==> config.mk <==
export PLATFORM = sky130hd
export DESIGN_NAME = kvs_kernel_top
export DESIGN_NICKNAME = d
export VERILOG_FILES = /design/src/design/kvs_kernel_pkg.sv /design/src/design/kvs_control_regs.sv /design/src/design/kvs_kernel_top.sv /design/src/design/mem_addr_xlate.sv /design/src/design/run_timer.sv
export SDC_FILE = /design/constraint.sdc
export NUM_CORES = 2
export LEC_CHECK = 0
export CAP_MARGIN = 20
export CELL_PAD_IN_SITES_DETAIL_PLACEMENT = 1
export CELL_PAD_IN_SITES_GLOBAL_PLACEMENT = 2
export CORE_ASPECT_RATIO = 1.75
export CORE_MARGIN = 4
export CORE_UTILIZATION = 37
export CTS_CLUSTER_DIAMETER = 80
export CTS_CLUSTER_SIZE = 40
export DETAILED_ROUTE_END_ITERATION = 12
export DONT_BUFFER_PORTS = 1
export PLACE_DENSITY_LB_ADDON = 0.1
export SLEW_MARGIN = 20
export SYNTH_ARGS = -nofsm -noshare
export SYNTH_HDL_FRONTEND = slang
export SYNTH_SLANG_ARGS = --single-unit
export TNS_END_PERCENT = 5
==> constraint.sdc <==
create_clock -name ap_clk -period 4.8 [get_ports ap_clk]
set_input_delay 1.44 -clock ap_clk [delete_from_list [all_inputs] [get_ports ap_clk]]
set_output_delay 1.44 -clock ap_clk [all_outputs]
set_load 0.005 [all_outputs]
==> src/design/kvs_kernel_pkg.sv <==
`default_nettype none

package kvs_kernel_pkg;

  ////////////////////
  // bus widths
  ////////////////////

  localparam int ctrl_addr_w  = 12;  // axi-lite byte address
  localparam int ctrl_data_w  = 32;
  localparam int local_addr_w = 34;  // address as the kernel core sees it
  localparam int mem_addr_w   = 64;  // full memory address and base pointers

  ////////////////////
  // register map
  ////////////////////

  localparam logic [ctrl_addr_w-1:0] reg_ctrl      = 12'h000;
  localparam logic [ctrl_addr_w-1:0] reg_cycles_lo = 12'h010;  // run length, low word
  localparam logic [ctrl_addr_w-1:0] reg_cycles_hi = 12'h014;
  localparam logic [ctrl_addr_w-1:0] reg_mem0_lo   = 12'h018;  // channel 0 base pointer
  localparam logic [ctrl_addr_w-1:0] reg_mem0_hi   = 12'h01c;
  localparam logic [ctrl_addr_w-1:0] reg_mem1_lo   = 12'h020;  // channel 1 base pointer
  localparam logic [ctrl_addr_w-1:0] reg_mem1_hi   = 12'h024;

  // bit positions inside the control word
  localparam int start_bit = 0;
  localparam int done_bit  = 1;  // sticky, cleared on read
  localparam int idle_bit  = 2;

  localparam logic [1:0] resp_okay = 2'b00;

endpackage

`default_nettype wire

==> src/design/kvs_control_regs.sv <==
`timescale 1ns/1ns
`default_nettype none

module kvs_control_regs (
  input  wire                                      ap_clk,
  input  wire                                      ap_rst_n,
  // axi4-lite slave
  input  wire                                      s_axi_control_awvalid,
  output wire                                      s_axi_control_awready,
  input  wire [kvs_kernel_pkg::ctrl_addr_w-1:0]    s_axi_control_awaddr,
  input  wire                                      s_axi_control_wvalid,
  output wire                                      s_axi_control_wready,
  input  wire [kvs_kernel_pkg::ctrl_data_w-1:0]    s_axi_control_wdata,
  input  wire [kvs_kernel_pkg::ctrl_data_w/8-1:0]  s_axi_control_wstrb,
  input  wire                                      s_axi_control_arvalid,
  output wire                                      s_axi_control_arready,
  input  wire [kvs_kernel_pkg::ctrl_addr_w-1:0]    s_axi_control_araddr,
  output logic                                     s_axi_control_rvalid,
  input  wire                                      s_axi_control_rready,
  output logic [kvs_kernel_pkg::ctrl_data_w-1:0]   s_axi_control_rdata,
  output wire  [1:0]                               s_axi_control_rresp,
  output logic                                     s_axi_control_bvalid,
  input  wire                                      s_axi_control_bready,
  output wire  [1:0]                               s_axi_control_bresp,
  // kernel control
  input  wire                                      ap_done,
  input  wire                                      ap_idle,
  output logic                                     ap_start,
  output wire  [kvs_kernel_pkg::mem_addr_w-1:0]    run_cycles,
  output wire  [kvs_kernel_pkg::mem_addr_w-1:0]    mem0_base,
  output wire  [kvs_kernel_pkg::mem_addr_w-1:0]    mem1_base
);

  logic [kvs_kernel_pkg::ctrl_data_w-1:0] cycles_lo;
  logic [kvs_kernel_pkg::ctrl_data_w-1:0] cycles_hi;
  logic [kvs_kernel_pkg::ctrl_data_w-1:0] mem0_lo;
  logic [kvs_kernel_pkg::ctrl_data_w-1:0] mem0_hi;
  logic [kvs_kernel_pkg::ctrl_data_w-1:0] mem1_lo;
  logic [kvs_kernel_pkg::ctrl_data_w-1:0] mem1_hi;

  logic                                   done_sticky;
  logic                                   rd_is_ctrl;  // pending read targets reg_ctrl
  logic [kvs_kernel_pkg::ctrl_data_w-1:0] ctrl_word;
  logic [kvs_kernel_pkg::ctrl_data_w-1:0] rd_mux;
  logic                                   wr_fire;
  logic                                   rd_fire;
  logic                                   start_wr;

  // merge new data into a register under the byte strobes
  function automatic logic [kvs_kernel_pkg::ctrl_data_w-1:0] merge_bytes(
    input logic [kvs_kernel_pkg::ctrl_data_w-1:0]   old_val,
    input logic [kvs_kernel_pkg::ctrl_data_w-1:0]   new_val,
    input logic [kvs_kernel_pkg::ctrl_data_w/8-1:0] strb
  );
    logic [kvs_kernel_pkg::ctrl_data_w-1:0] res;
    res = old_val;
    for (int i = 0; i < kvs_kernel_pkg::ctrl_data_w / 8; i++) begin
      if (strb[i]) begin
        res[8*i +: 8] = new_val[8*i +: 8];
      end
    end
    return res;
  endfunction

  ////////////////////
  // write channel
  ////////////////////

  // address and data are taken together, only once the response slot is free
  assign wr_fire = s_axi_control_awvalid & s_axi_control_wvalid & ~s_axi_control_bvalid;
  assign s_axi_control_awready = wr_fire;
  assign s_axi_control_wready  = wr_fire;
  assign s_axi_control_bresp   = kvs_kernel_pkg::resp_okay;

  always_ff @(posedge ap_clk) begin
    if (!ap_rst_n) begin
      cycles_lo <= '0;
      cycles_hi <= '0;
      mem0_lo   <= '0;
      mem0_hi   <= '0;
      mem1_lo   <= '0;
      mem1_hi   <= '0;
    end else if (wr_fire) begin
      case (s_axi_control_awaddr)
        kvs_kernel_pkg::reg_cycles_lo:
          cycles_lo <= merge_bytes(cycles_lo, s_axi_control_wdata, s_axi_control_wstrb);
        kvs_kernel_pkg::reg_cycles_hi:
          cycles_hi <= merge_bytes(cycles_hi, s_axi_control_wdata, s_axi_control_wstrb);
        kvs_kernel_pkg::reg_mem0_lo:
          mem0_lo <= merge_bytes(mem0_lo, s_axi_control_wdata, s_axi_control_wstrb);
        kvs_kernel_pkg::reg_mem0_hi:
          mem0_hi <= merge_bytes(mem0_hi, s_axi_control_wdata, s_axi_control_wstrb);
        kvs_kernel_pkg::reg_mem1_lo:
          mem1_lo <= merge_bytes(mem1_lo, s_axi_control_wdata, s_axi_control_wstrb);
        kvs_kernel_pkg::reg_mem1_hi:
          mem1_hi <= merge_bytes(mem1_hi, s_axi_control_wdata, s_axi_control_wstrb);
        default: ;  // control word handled below, rest ignored
      endcase
    end
  end

  always_ff @(posedge ap_clk) begin
    if (!ap_rst_n) begin
      s_axi_control_bvalid <= 1'b0;
    end else if (wr_fire) begin
      s_axi_control_bvalid <= 1'b1;
    end else if (s_axi_control_bready) begin
      s_axi_control_bvalid <= 1'b0;
    end
  end

  assign run_cycles = {cycles_hi, cycles_lo};
  assign mem0_base  = {mem0_hi, mem0_lo};
  assign mem1_base  = {mem1_hi, mem1_lo};

  ////////////////////
  // start and done
  ////////////////////

  assign start_wr = wr_fire
                  && (s_axi_control_awaddr == kvs_kernel_pkg::reg_ctrl)
                  && s_axi_control_wstrb[kvs_kernel_pkg::start_bit / 8]
                  && s_axi_control_wdata[kvs_kernel_pkg::start_bit];

  always_ff @(posedge ap_clk) begin
    if (!ap_rst_n) begin
      ap_start <= 1'b0;
    end else if (ap_done) begin
      ap_start <= 1'b0;
    end else if (start_wr && ap_idle) begin  // start only honoured when idle
      ap_start <= 1'b1;
    end
  end

  // only clear a done that the completing read actually returned
  always_ff @(posedge ap_clk) begin
    if (!ap_rst_n) begin
      done_sticky <= 1'b0;
    end else if (ap_done) begin
      done_sticky <= 1'b1;
    end else if (s_axi_control_rvalid && s_axi_control_rready && rd_is_ctrl
                 && s_axi_control_rdata[kvs_kernel_pkg::done_bit]) begin
      done_sticky <= 1'b0;
    end
  end

  ////////////////////
  // read channel
  ////////////////////

  assign rd_fire = s_axi_control_arvalid & ~s_axi_control_rvalid;
  assign s_axi_control_arready = ~s_axi_control_rvalid;
  assign s_axi_control_rresp   = kvs_kernel_pkg::resp_okay;

  always_comb begin
    ctrl_word = '0;
    ctrl_word[kvs_kernel_pkg::start_bit] = ap_start;
    ctrl_word[kvs_kernel_pkg::done_bit]  = done_sticky;
    ctrl_word[kvs_kernel_pkg::idle_bit]  = ap_idle;
    case (s_axi_control_araddr)
      kvs_kernel_pkg::reg_ctrl:      rd_mux = ctrl_word;
      kvs_kernel_pkg::reg_cycles_lo: rd_mux = cycles_lo;
      kvs_kernel_pkg::reg_cycles_hi: rd_mux = cycles_hi;
      kvs_kernel_pkg::reg_mem0_lo:   rd_mux = mem0_lo;
      kvs_kernel_pkg::reg_mem0_hi:   rd_mux = mem0_hi;
      kvs_kernel_pkg::reg_mem1_lo:   rd_mux = mem1_lo;
      kvs_kernel_pkg::reg_mem1_hi:   rd_mux = mem1_hi;
      default:                       rd_mux = '0;  // unmapped reads as zero
    endcase
  end

  always_ff @(posedge ap_clk) begin
    if (!ap_rst_n) begin
      s_axi_control_rvalid <= 1'b0;
      s_axi_control_rdata  <= '0;
      rd_is_ctrl           <= 1'b0;
    end else if (rd_fire) begin
      s_axi_control_rvalid <= 1'b1;
      s_axi_control_rdata  <= rd_mux;
      rd_is_ctrl           <= (s_axi_control_araddr == kvs_kernel_pkg::reg_ctrl);
    end else if (s_axi_control_rready) begin
      s_axi_control_rvalid <= 1'b0;
    end
  end

endmodule

`default_nettype wire

==> src/design/kvs_kernel_top.sv <==
`timescale 1ns/1ns
`default_nettype none

module kvs_kernel_top (
  input  wire                                     ap_clk,
  input  wire                                     ap_rst_n,
  // axi4-lite control
  input  wire                                     s_axi_control_awvalid,
  output wire                                     s_axi_control_awready,
  input  wire [kvs_kernel_pkg::ctrl_addr_w-1:0]   s_axi_control_awaddr,
  input  wire                                     s_axi_control_wvalid,
  output wire                                     s_axi_control_wready,
  input  wire [kvs_kernel_pkg::ctrl_data_w-1:0]   s_axi_control_wdata,
  input  wire [kvs_kernel_pkg::ctrl_data_w/8-1:0] s_axi_control_wstrb,
  input  wire                                     s_axi_control_arvalid,
  output wire                                     s_axi_control_arready,
  input  wire [kvs_kernel_pkg::ctrl_addr_w-1:0]   s_axi_control_araddr,
  output wire                                     s_axi_control_rvalid,
  input  wire                                     s_axi_control_rready,
  output wire [kvs_kernel_pkg::ctrl_data_w-1:0]   s_axi_control_rdata,
  output wire [1:0]                               s_axi_control_rresp,
  output wire                                     s_axi_control_bvalid,
  input  wire                                     s_axi_control_bready,
  output wire [1:0]                               s_axi_control_bresp,
  // local address requests
  input  wire [kvs_kernel_pkg::local_addr_w-1:0]  c0_aw_addr,
  input  wire                                     c0_aw_valid,
  output wire                                     c0_aw_ready,
  input  wire [kvs_kernel_pkg::local_addr_w-1:0]  c0_ar_addr,
  input  wire                                     c0_ar_valid,
  output wire                                     c0_ar_ready,
  input  wire [kvs_kernel_pkg::local_addr_w-1:0]  c1_aw_addr,
  input  wire                                     c1_aw_valid,
  output wire                                     c1_aw_ready,
  input  wire [kvs_kernel_pkg::local_addr_w-1:0]  c1_ar_addr,
  input  wire                                     c1_ar_valid,
  output wire                                     c1_ar_ready,
  // memory address channels
  output wire [kvs_kernel_pkg::mem_addr_w-1:0]    c0_s_axi_awaddr,
  output wire                                     c0_s_axi_awvalid,
  input  wire                                     c0_s_axi_awready,
  output wire [kvs_kernel_pkg::mem_addr_w-1:0]    c0_s_axi_araddr,
  output wire                                     c0_s_axi_arvalid,
  input  wire                                     c0_s_axi_arready,
  output wire [kvs_kernel_pkg::mem_addr_w-1:0]    c1_s_axi_awaddr,
  output wire                                     c1_s_axi_awvalid,
  input  wire                                     c1_s_axi_awready,
  output wire [kvs_kernel_pkg::mem_addr_w-1:0]    c1_s_axi_araddr,
  output wire                                     c1_s_axi_arvalid,
  input  wire                                     c1_s_axi_arready
);

  wire                                  ap_start;
  wire                                  ap_done;
  wire                                  ap_idle;
  wire [kvs_kernel_pkg::mem_addr_w-1:0] run_cycles;
  wire [kvs_kernel_pkg::mem_addr_w-1:0] mem0_base;
  wire [kvs_kernel_pkg::mem_addr_w-1:0] mem1_base;

  ////////////////////
  // control side
  ////////////////////

  kvs_control_regs u_ctrl (
    .ap_clk                (ap_clk),
    .ap_rst_n              (ap_rst_n),
    .s_axi_control_awvalid (s_axi_control_awvalid),
    .s_axi_control_awready (s_axi_control_awready),
    .s_axi_control_awaddr  (s_axi_control_awaddr),
    .s_axi_control_wvalid  (s_axi_control_wvalid),
    .s_axi_control_wready  (s_axi_control_wready),
    .s_axi_control_wdata   (s_axi_control_wdata),
    .s_axi_control_wstrb   (s_axi_control_wstrb),
    .s_axi_control_arvalid (s_axi_control_arvalid),
    .s_axi_control_arready (s_axi_control_arready),
    .s_axi_control_araddr  (s_axi_control_araddr),
    .s_axi_control_rvalid  (s_axi_control_rvalid),
    .s_axi_control_rready  (s_axi_control_rready),
    .s_axi_control_rdata   (s_axi_control_rdata),
    .s_axi_control_rresp   (s_axi_control_rresp),
    .s_axi_control_bvalid  (s_axi_control_bvalid),
    .s_axi_control_bready  (s_axi_control_bready),
    .s_axi_control_bresp   (s_axi_control_bresp),
    .ap_done               (ap_done),
    .ap_idle               (ap_idle),
    .ap_start              (ap_start),
    .run_cycles            (run_cycles),
    .mem0_base             (mem0_base),
    .mem1_base             (mem1_base)
  );

  run_timer u_timer (
    .ap_clk     (ap_clk),
    .ap_rst_n   (ap_rst_n),
    .ap_start   (ap_start),
    .run_cycles (run_cycles),
    .ap_done    (ap_done),
    .ap_idle    (ap_idle)
  );

  ////////////////////
  // address translation
  ////////////////////

  // channel 0 streams use mem0_base
  mem_addr_xlate u_c0_aw (
    .ap_clk (ap_clk), .ap_rst_n (ap_rst_n), .base (mem0_base),
    .in_addr (c0_aw_addr), .in_valid (c0_aw_valid), .in_ready (c0_aw_ready),
    .out_addr (c0_s_axi_awaddr), .out_valid (c0_s_axi_awvalid),
    .out_ready (c0_s_axi_awready)
  );

  mem_addr_xlate u_c0_ar (
    .ap_clk (ap_clk), .ap_rst_n (ap_rst_n), .base (mem0_base),
    .in_addr (c0_ar_addr), .in_valid (c0_ar_valid), .in_ready (c0_ar_ready),
    .out_addr (c0_s_axi_araddr), .out_valid (c0_s_axi_arvalid),
    .out_ready (c0_s_axi_arready)
  );

  // channel 1 streams use mem1_base
  mem_addr_xlate u_c1_aw (
    .ap_clk (ap_clk), .ap_rst_n (ap_rst_n), .base (mem1_base),
    .in_addr (c1_aw_addr), .in_valid (c1_aw_valid), .in_ready (c1_aw_ready),
    .out_addr (c1_s_axi_awaddr), .out_valid (c1_s_axi_awvalid),
    .out_ready (c1_s_axi_awready)
  );

  mem_addr_xlate u_c1_ar (
    .ap_clk (ap_clk), .ap_rst_n (ap_rst_n), .base (mem1_base),
    .in_addr (c1_ar_addr), .in_valid (c1_ar_valid), .in_ready (c1_ar_ready),
    .out_addr (c1_s_axi_araddr), .out_valid (c1_s_axi_arvalid),
    .out_ready (c1_s_axi_arready)
  );

endmodule

`default_nettype wire

==> src/design/mem_addr_xlate.sv <==
`timescale 1ns/1ns
`default_nettype none

module mem_addr_xlate (
  input  wire                                     ap_clk,
  input  wire                                     ap_rst_n,
  input  wire  [kvs_kernel_pkg::mem_addr_w-1:0]   base,
  // local request side
  input  wire  [kvs_kernel_pkg::local_addr_w-1:0] in_addr,
  input  wire                                     in_valid,
  output wire                                     in_ready,
  // memory side
  output logic [kvs_kernel_pkg::mem_addr_w-1:0]   out_addr,
  output logic                                    out_valid,
  input  wire                                     out_ready
);

  logic                                  in_fire;
  logic [kvs_kernel_pkg::mem_addr_w-1:0] in_addr_ext;

  ////////////////////
  // handshake
  ////////////////////

  // take a new address when the slot is empty or draining this cycle
  assign in_ready = ~out_valid | out_ready;
  assign in_fire  = in_valid & in_ready;

  assign in_addr_ext = {{(kvs_kernel_pkg::mem_addr_w - kvs_kernel_pkg::local_addr_w){1'b0}},
                        in_addr};  // zero extend

  always_ff @(posedge ap_clk) begin
    if (!ap_rst_n) begin
      out_valid <= 1'b0;
    end else if (in_fire) begin
      out_valid <= 1'b1;
    end else if (out_ready) begin
      out_valid <= 1'b0;
    end
  end

  ////////////////////
  // address add
  ////////////////////

  // sum wraps at 64 bits, base sampled at the input transfer
  always_ff @(posedge ap_clk) begin
    if (!ap_rst_n) begin
      out_addr <= '0;
    end else if (in_fire) begin
      out_addr <= base + in_addr_ext;
    end
  end

endmodule

`default_nettype wire

==> src/design/run_timer.sv <==
`timescale 1ns/1ns
`default_nettype none

module run_timer (
  input  wire                                   ap_clk,
  input  wire                                   ap_rst_n,
  input  wire                                   ap_start,
  input  wire [kvs_kernel_pkg::mem_addr_w-1:0]  run_cycles,
  output logic                                  ap_done,
  output wire                                   ap_idle
);

  logic                                  start_d;  // ap_start one cycle late
  logic                                  start_rise;
  logic                                  running;
  logic [kvs_kernel_pkg::mem_addr_w-1:0] count;

  always_ff @(posedge ap_clk) begin
    if (!ap_rst_n) begin
      start_d <= 1'b0;
    end else begin
      start_d <= ap_start;
    end
  end

  assign start_rise = ap_start & ~start_d;

  ////////////////////
  // countdown
  ////////////////////

  // done comes one edge after the count reaches zero, so a run of n
  // cycles ends n + 2 cycles after start rises
  always_ff @(posedge ap_clk) begin
    if (!ap_rst_n) begin
      running <= 1'b0;
      count   <= '0;
      ap_done <= 1'b0;
    end else if (start_rise) begin
      running <= 1'b1;
      count   <= run_cycles;
      ap_done <= 1'b0;
    end else if (running) begin
      if (count == '0) begin
        running <= 1'b0;
        ap_done <= 1'b1;  // single pulse
      end else begin
        count   <= count - 1'b1;
        ap_done <= 1'b0;
      end
    end else begin
      ap_done <= 1'b0;
    end
  end

  assign ap_idle = ~running;

endmodule

`default_nettype wire

==> qor.csv <==
metric;value;unit
vias in the first global route;30400;
drt pass-1 iters;7;
cells after synthesis;3913;
Synth Area in XOR/XNOR;8.21;%
Inst Count DP;4815;
Final Non-Filler Cells;4878;
min cycle time layout;4.15;ns
worst r2r src;u_ctrl.mem1_lo[0]$_SDFFE_PN0P_;
Clock Skew;0.0483;ns
Worst-path clk slew;0.13;ns
Worst Setup SP;c1_aw_addr[9];
HP Class;register to register;
Pwr Total;0.00894;W
final hold violation count;0;
setup bufs post-CTS;0;
die height;388;um
max-cap violations;0;
Worst Max-Slew Pin Slew;1.14;ns
H-tree lvl count;1;
outcome;complete, no violations;
CTS tree;done;
compound-gate portion of the synthesized area;21.8;%
Rows;139;
worst path arrival time;4.69;ns
most frequent cells in the layout;nand2_1 (635), dfxtp_1 (556), a21oi_1 (552), nor2_1 (338), o21ai_0 (247);
static leakage;12.5;nW
Avg WL per Cell;29.4;um
DRC errors left;0;
Worst VDD drop;0.407;mV
Ports;516;
CP Class;input port to register;
Global Route Usage Sum;31.6;%
Clock Latency Late Sink;0.70;ns
sequential cell area fraction in the yosys report;36.5;%
via/cell ratio;5.91;
relative slew slack;23.0;%
clock buffer depth;3;
startpoint types;input port;
Post-Synth Adder-Cell Area;5.88;%
Crit. End Element;register;
Yosys reg bits;556;
HPWL Detailed;115;mm
TritonCTS buffer count;30;
slowest CP cell;ha_1;
nets;4142;
CTS Hold Buffers Added;0;
Die X;225;um
share of cells above drive strength 1;5.27;%
DRT antenna net count;0;
Yosys cell types;79;
GP Congestion;0.938;
CTS Sinks;556;
Post-synth EDFFs;0;
pin count of the biggest net entering global routing;171;
DR vias;28800;
Peak Freq;0.241;GHz
PD cells;271;nW/um^2
Worst path top cell family by delay;compound AO/OA/AOI/OAI gates;
main flop type after synthesis;dfxtp_1;
most common cell after layout, fill and taps aside;nand2_1;
total grt overflow;0;
antenna violations before repair;10;
Root Buffer;clkbuf_16;
min-delay src;u_c1_aw.out_addr[28]$_SDFFE_PN0P_;
DRT Wirelength;144;mm
critical path cell sequence;ha_1 -> nand3_1 -> or2_2 -> nor4_1 -> o311ai_0 -> buf_4 -> a31o_2 -> a21oi_1 -> buf_4 -> o21a_1 -> o21ai_0 -> nor3_1 -> xnor2_1 -> a21oi_1;
die area;87300;um^2
fin crit share;86.5;%
Buf+Inv Stages, Crit Path;2;
mux cell area share after synthesis;3.74;%
slowest stage delay, CP;0.37;ns
Final setup violation count;0;
max-slew violations;0;
RSZ-0062 raised after global routing;false;
Yosys warning count;0;
Initial Utilization;37.3;%
First DRT Iteration DRCs;1634;
syn_area_per_cell;7.80;um^2
Post-Syn Area;30500;um^2
async set-reset flop share out of synthesis;0;%
crit-path max FO;5;
Layout area overhead;8.02;%
PostCTS Resize Cnt;0;
largest family of logic cells by synthesized area;compound AO/OA/AOI/OAI gates;
global-route wire length before repair;208;mm
Worst EP required;5.34;ns
Core ar.;81900;um^2
setup TNS;0;ns
Simple-Gate Fraction of Synth Area;20.0;%
# port buffers;0;
logic make-up (layout without fill, tap and decap cells):
logic type	after synthesis	after routing
other	1	12
buffers and inverters	309	206
muxes	104	104
adders and majority gates	141	141
AOI/OAI and AO/OA	1139	1139
DFF	556	556
and+or+nand+nor	1377	1377
xor gates and xnor gates	286	286
worst paths after layout:
check,endpoint,slack [ns],cells after the start
worst max-delay path,u_c1_aw.out_addr[51]$_SDFFE_PN0P_,0.65,14
worst min register to register,u_c1_aw.out_addr[28]$_SDFFE_PN0P_,0.48,2
worst min-delay path,u_c1_aw.out_addr[28]$_SDFFE_PN0P_,0.48,2
worst max register to register,u_c1_ar.out_addr[47]$_SDFFE_PN0P_,0.75,13
state kept, by name (all words and copies together), names as in the netlist, 32 cells and up:
signal and flops:
u_c0_ar.out_addr 64, u_c0_aw.out_addr 64, u_c1_ar.out_addr 64, u_c1_aw.out_addr 64
u_ctrl.cycles_hi 32, u_ctrl.cycles_lo 32, u_ctrl.mem0_hi 32, u_ctrl.mem0_lo 32
u_ctrl.mem1_hi 32, u_ctrl.mem1_lo 32, u_ctrl.s_axi_control_rdata 32, u_timer.count 64
metrics by stage:
stage / setup WS (ns) / util, % / hold slack (ns) / instance area (um^2)
floorplan: 0.337 / - / 0.393 / 30500
finish: 0.647 / 40.2 / 0.480 / 33000
detailed placement: -0.0292 / 38.8 / 0.463 / 31700
CTS: 0.674 / 40.2 / 0.482 / 32900
global placement: -0.00351 / 38.8 / 0.452 / 31700
global route: 0.429 / 40.2 / 0.497 / 33000
report_power, final:
part	switching, W	internal, W	total, W	leakage (nW)
combinational	0.000421	0.000210	0.000630	7.39
clock	0.00204	0.00138	0.00342	0.562
sequential	0.000142	0.00475	0.00489	4.52
total	0.00260	0.00634	0.00894	12.5
layout make-up:
type / count / area (um^2)
flip-flops and latches: 556 / 11100
inverters: 51 / 199
repair buffers: 100 / 863
multi-input cells: 3051 / 18200
clock inverters: 24 / 425
diodes: 8 / 20.0
fillers: 9961 / 49000
well taps: 1057 / 1320
clock buffers: 31 / 764
cell usage after synthesis (5+ instances only):
library cell | instances | share of area [%]
nand3_1 | 96 | 1.6
xor2_1 | 109 | 3.1
xnor2_1 | 177 | 5.1
buf_1 | 8 | 0.098
clkbuf_1 | 240 | 3.0
a21oi_1 | 552 | 9.1
nand2b_1 | 20 | 0.41
or2_2 | 12 | 0.25
o21bai_1 | 25 | 0.62
a221oi_1 | 26 | 0.75
a311oi_1 | 5 | 0.14
ha_1 | 137 | 5.6
dfxtp_1 | 556 | 36
mux4_2 | 8 | 0.59
inv_1 | 50 | 0.62
buf_4 | 6 | 0.15
a222oi_1 | 8 | 0.26
nor4_1 | 14 | 0.29
a211oi_1 | 70 | 1.7
nand4_1 | 51 | 1.0
a21boi_0 | 5 | 0.12
and3_1 | 33 | 0.68
and4_1 | 6 | 0.17
o21ai_0 | 247 | 4.1
mux2i_1 | 96 | 3.1
a31o_2 | 6 | 0.17
o211ai_1 | 7 | 0.17
o31ai_1 | 12 | 0.30
o2111ai_1 | 6 | 0.17
nand2_1 | 638 | 7.8
o21a_1 | 19 | 0.47
or3_1 | 24 | 0.49
nor2b_1 | 25 | 0.51
nor3_1 | 60 | 0.98
a31oi_1 | 23 | 0.47
nor2_1 | 339 | 4.2
and2_1 | 17 | 0.35
a21o_1 | 98 | 2.4
or4_1 | 17 | 0.42
worst reg2reg max path: stages, from the launching register on:
cell and delay, ns:
dfxtp_1 0.67, ha_1 0.29, a21o_1 0.12, a21oi_1 0.09
nor2b_1 0.17, a21o_1 0.15, o21ai_0 0.17, o41ai_1 1.02
a211oi_1 0.21, buf_4 0.25, nor2b_1 0.32, nor2b_1 0.23
xnor2_1 0.15, a21oi_1 0.09
per-layer routing:
metal  up-vias  GRT usage (%)  share of wire [%]
li1      13400              -                  -
met1     14300           31.9                 34
met2       858           58.6                 52
met3       231           8.54                7.6
met4         4           16.2                6.1
met5         -              0              0.028
No activity file was read; power rests on OpenSTA's default activity.
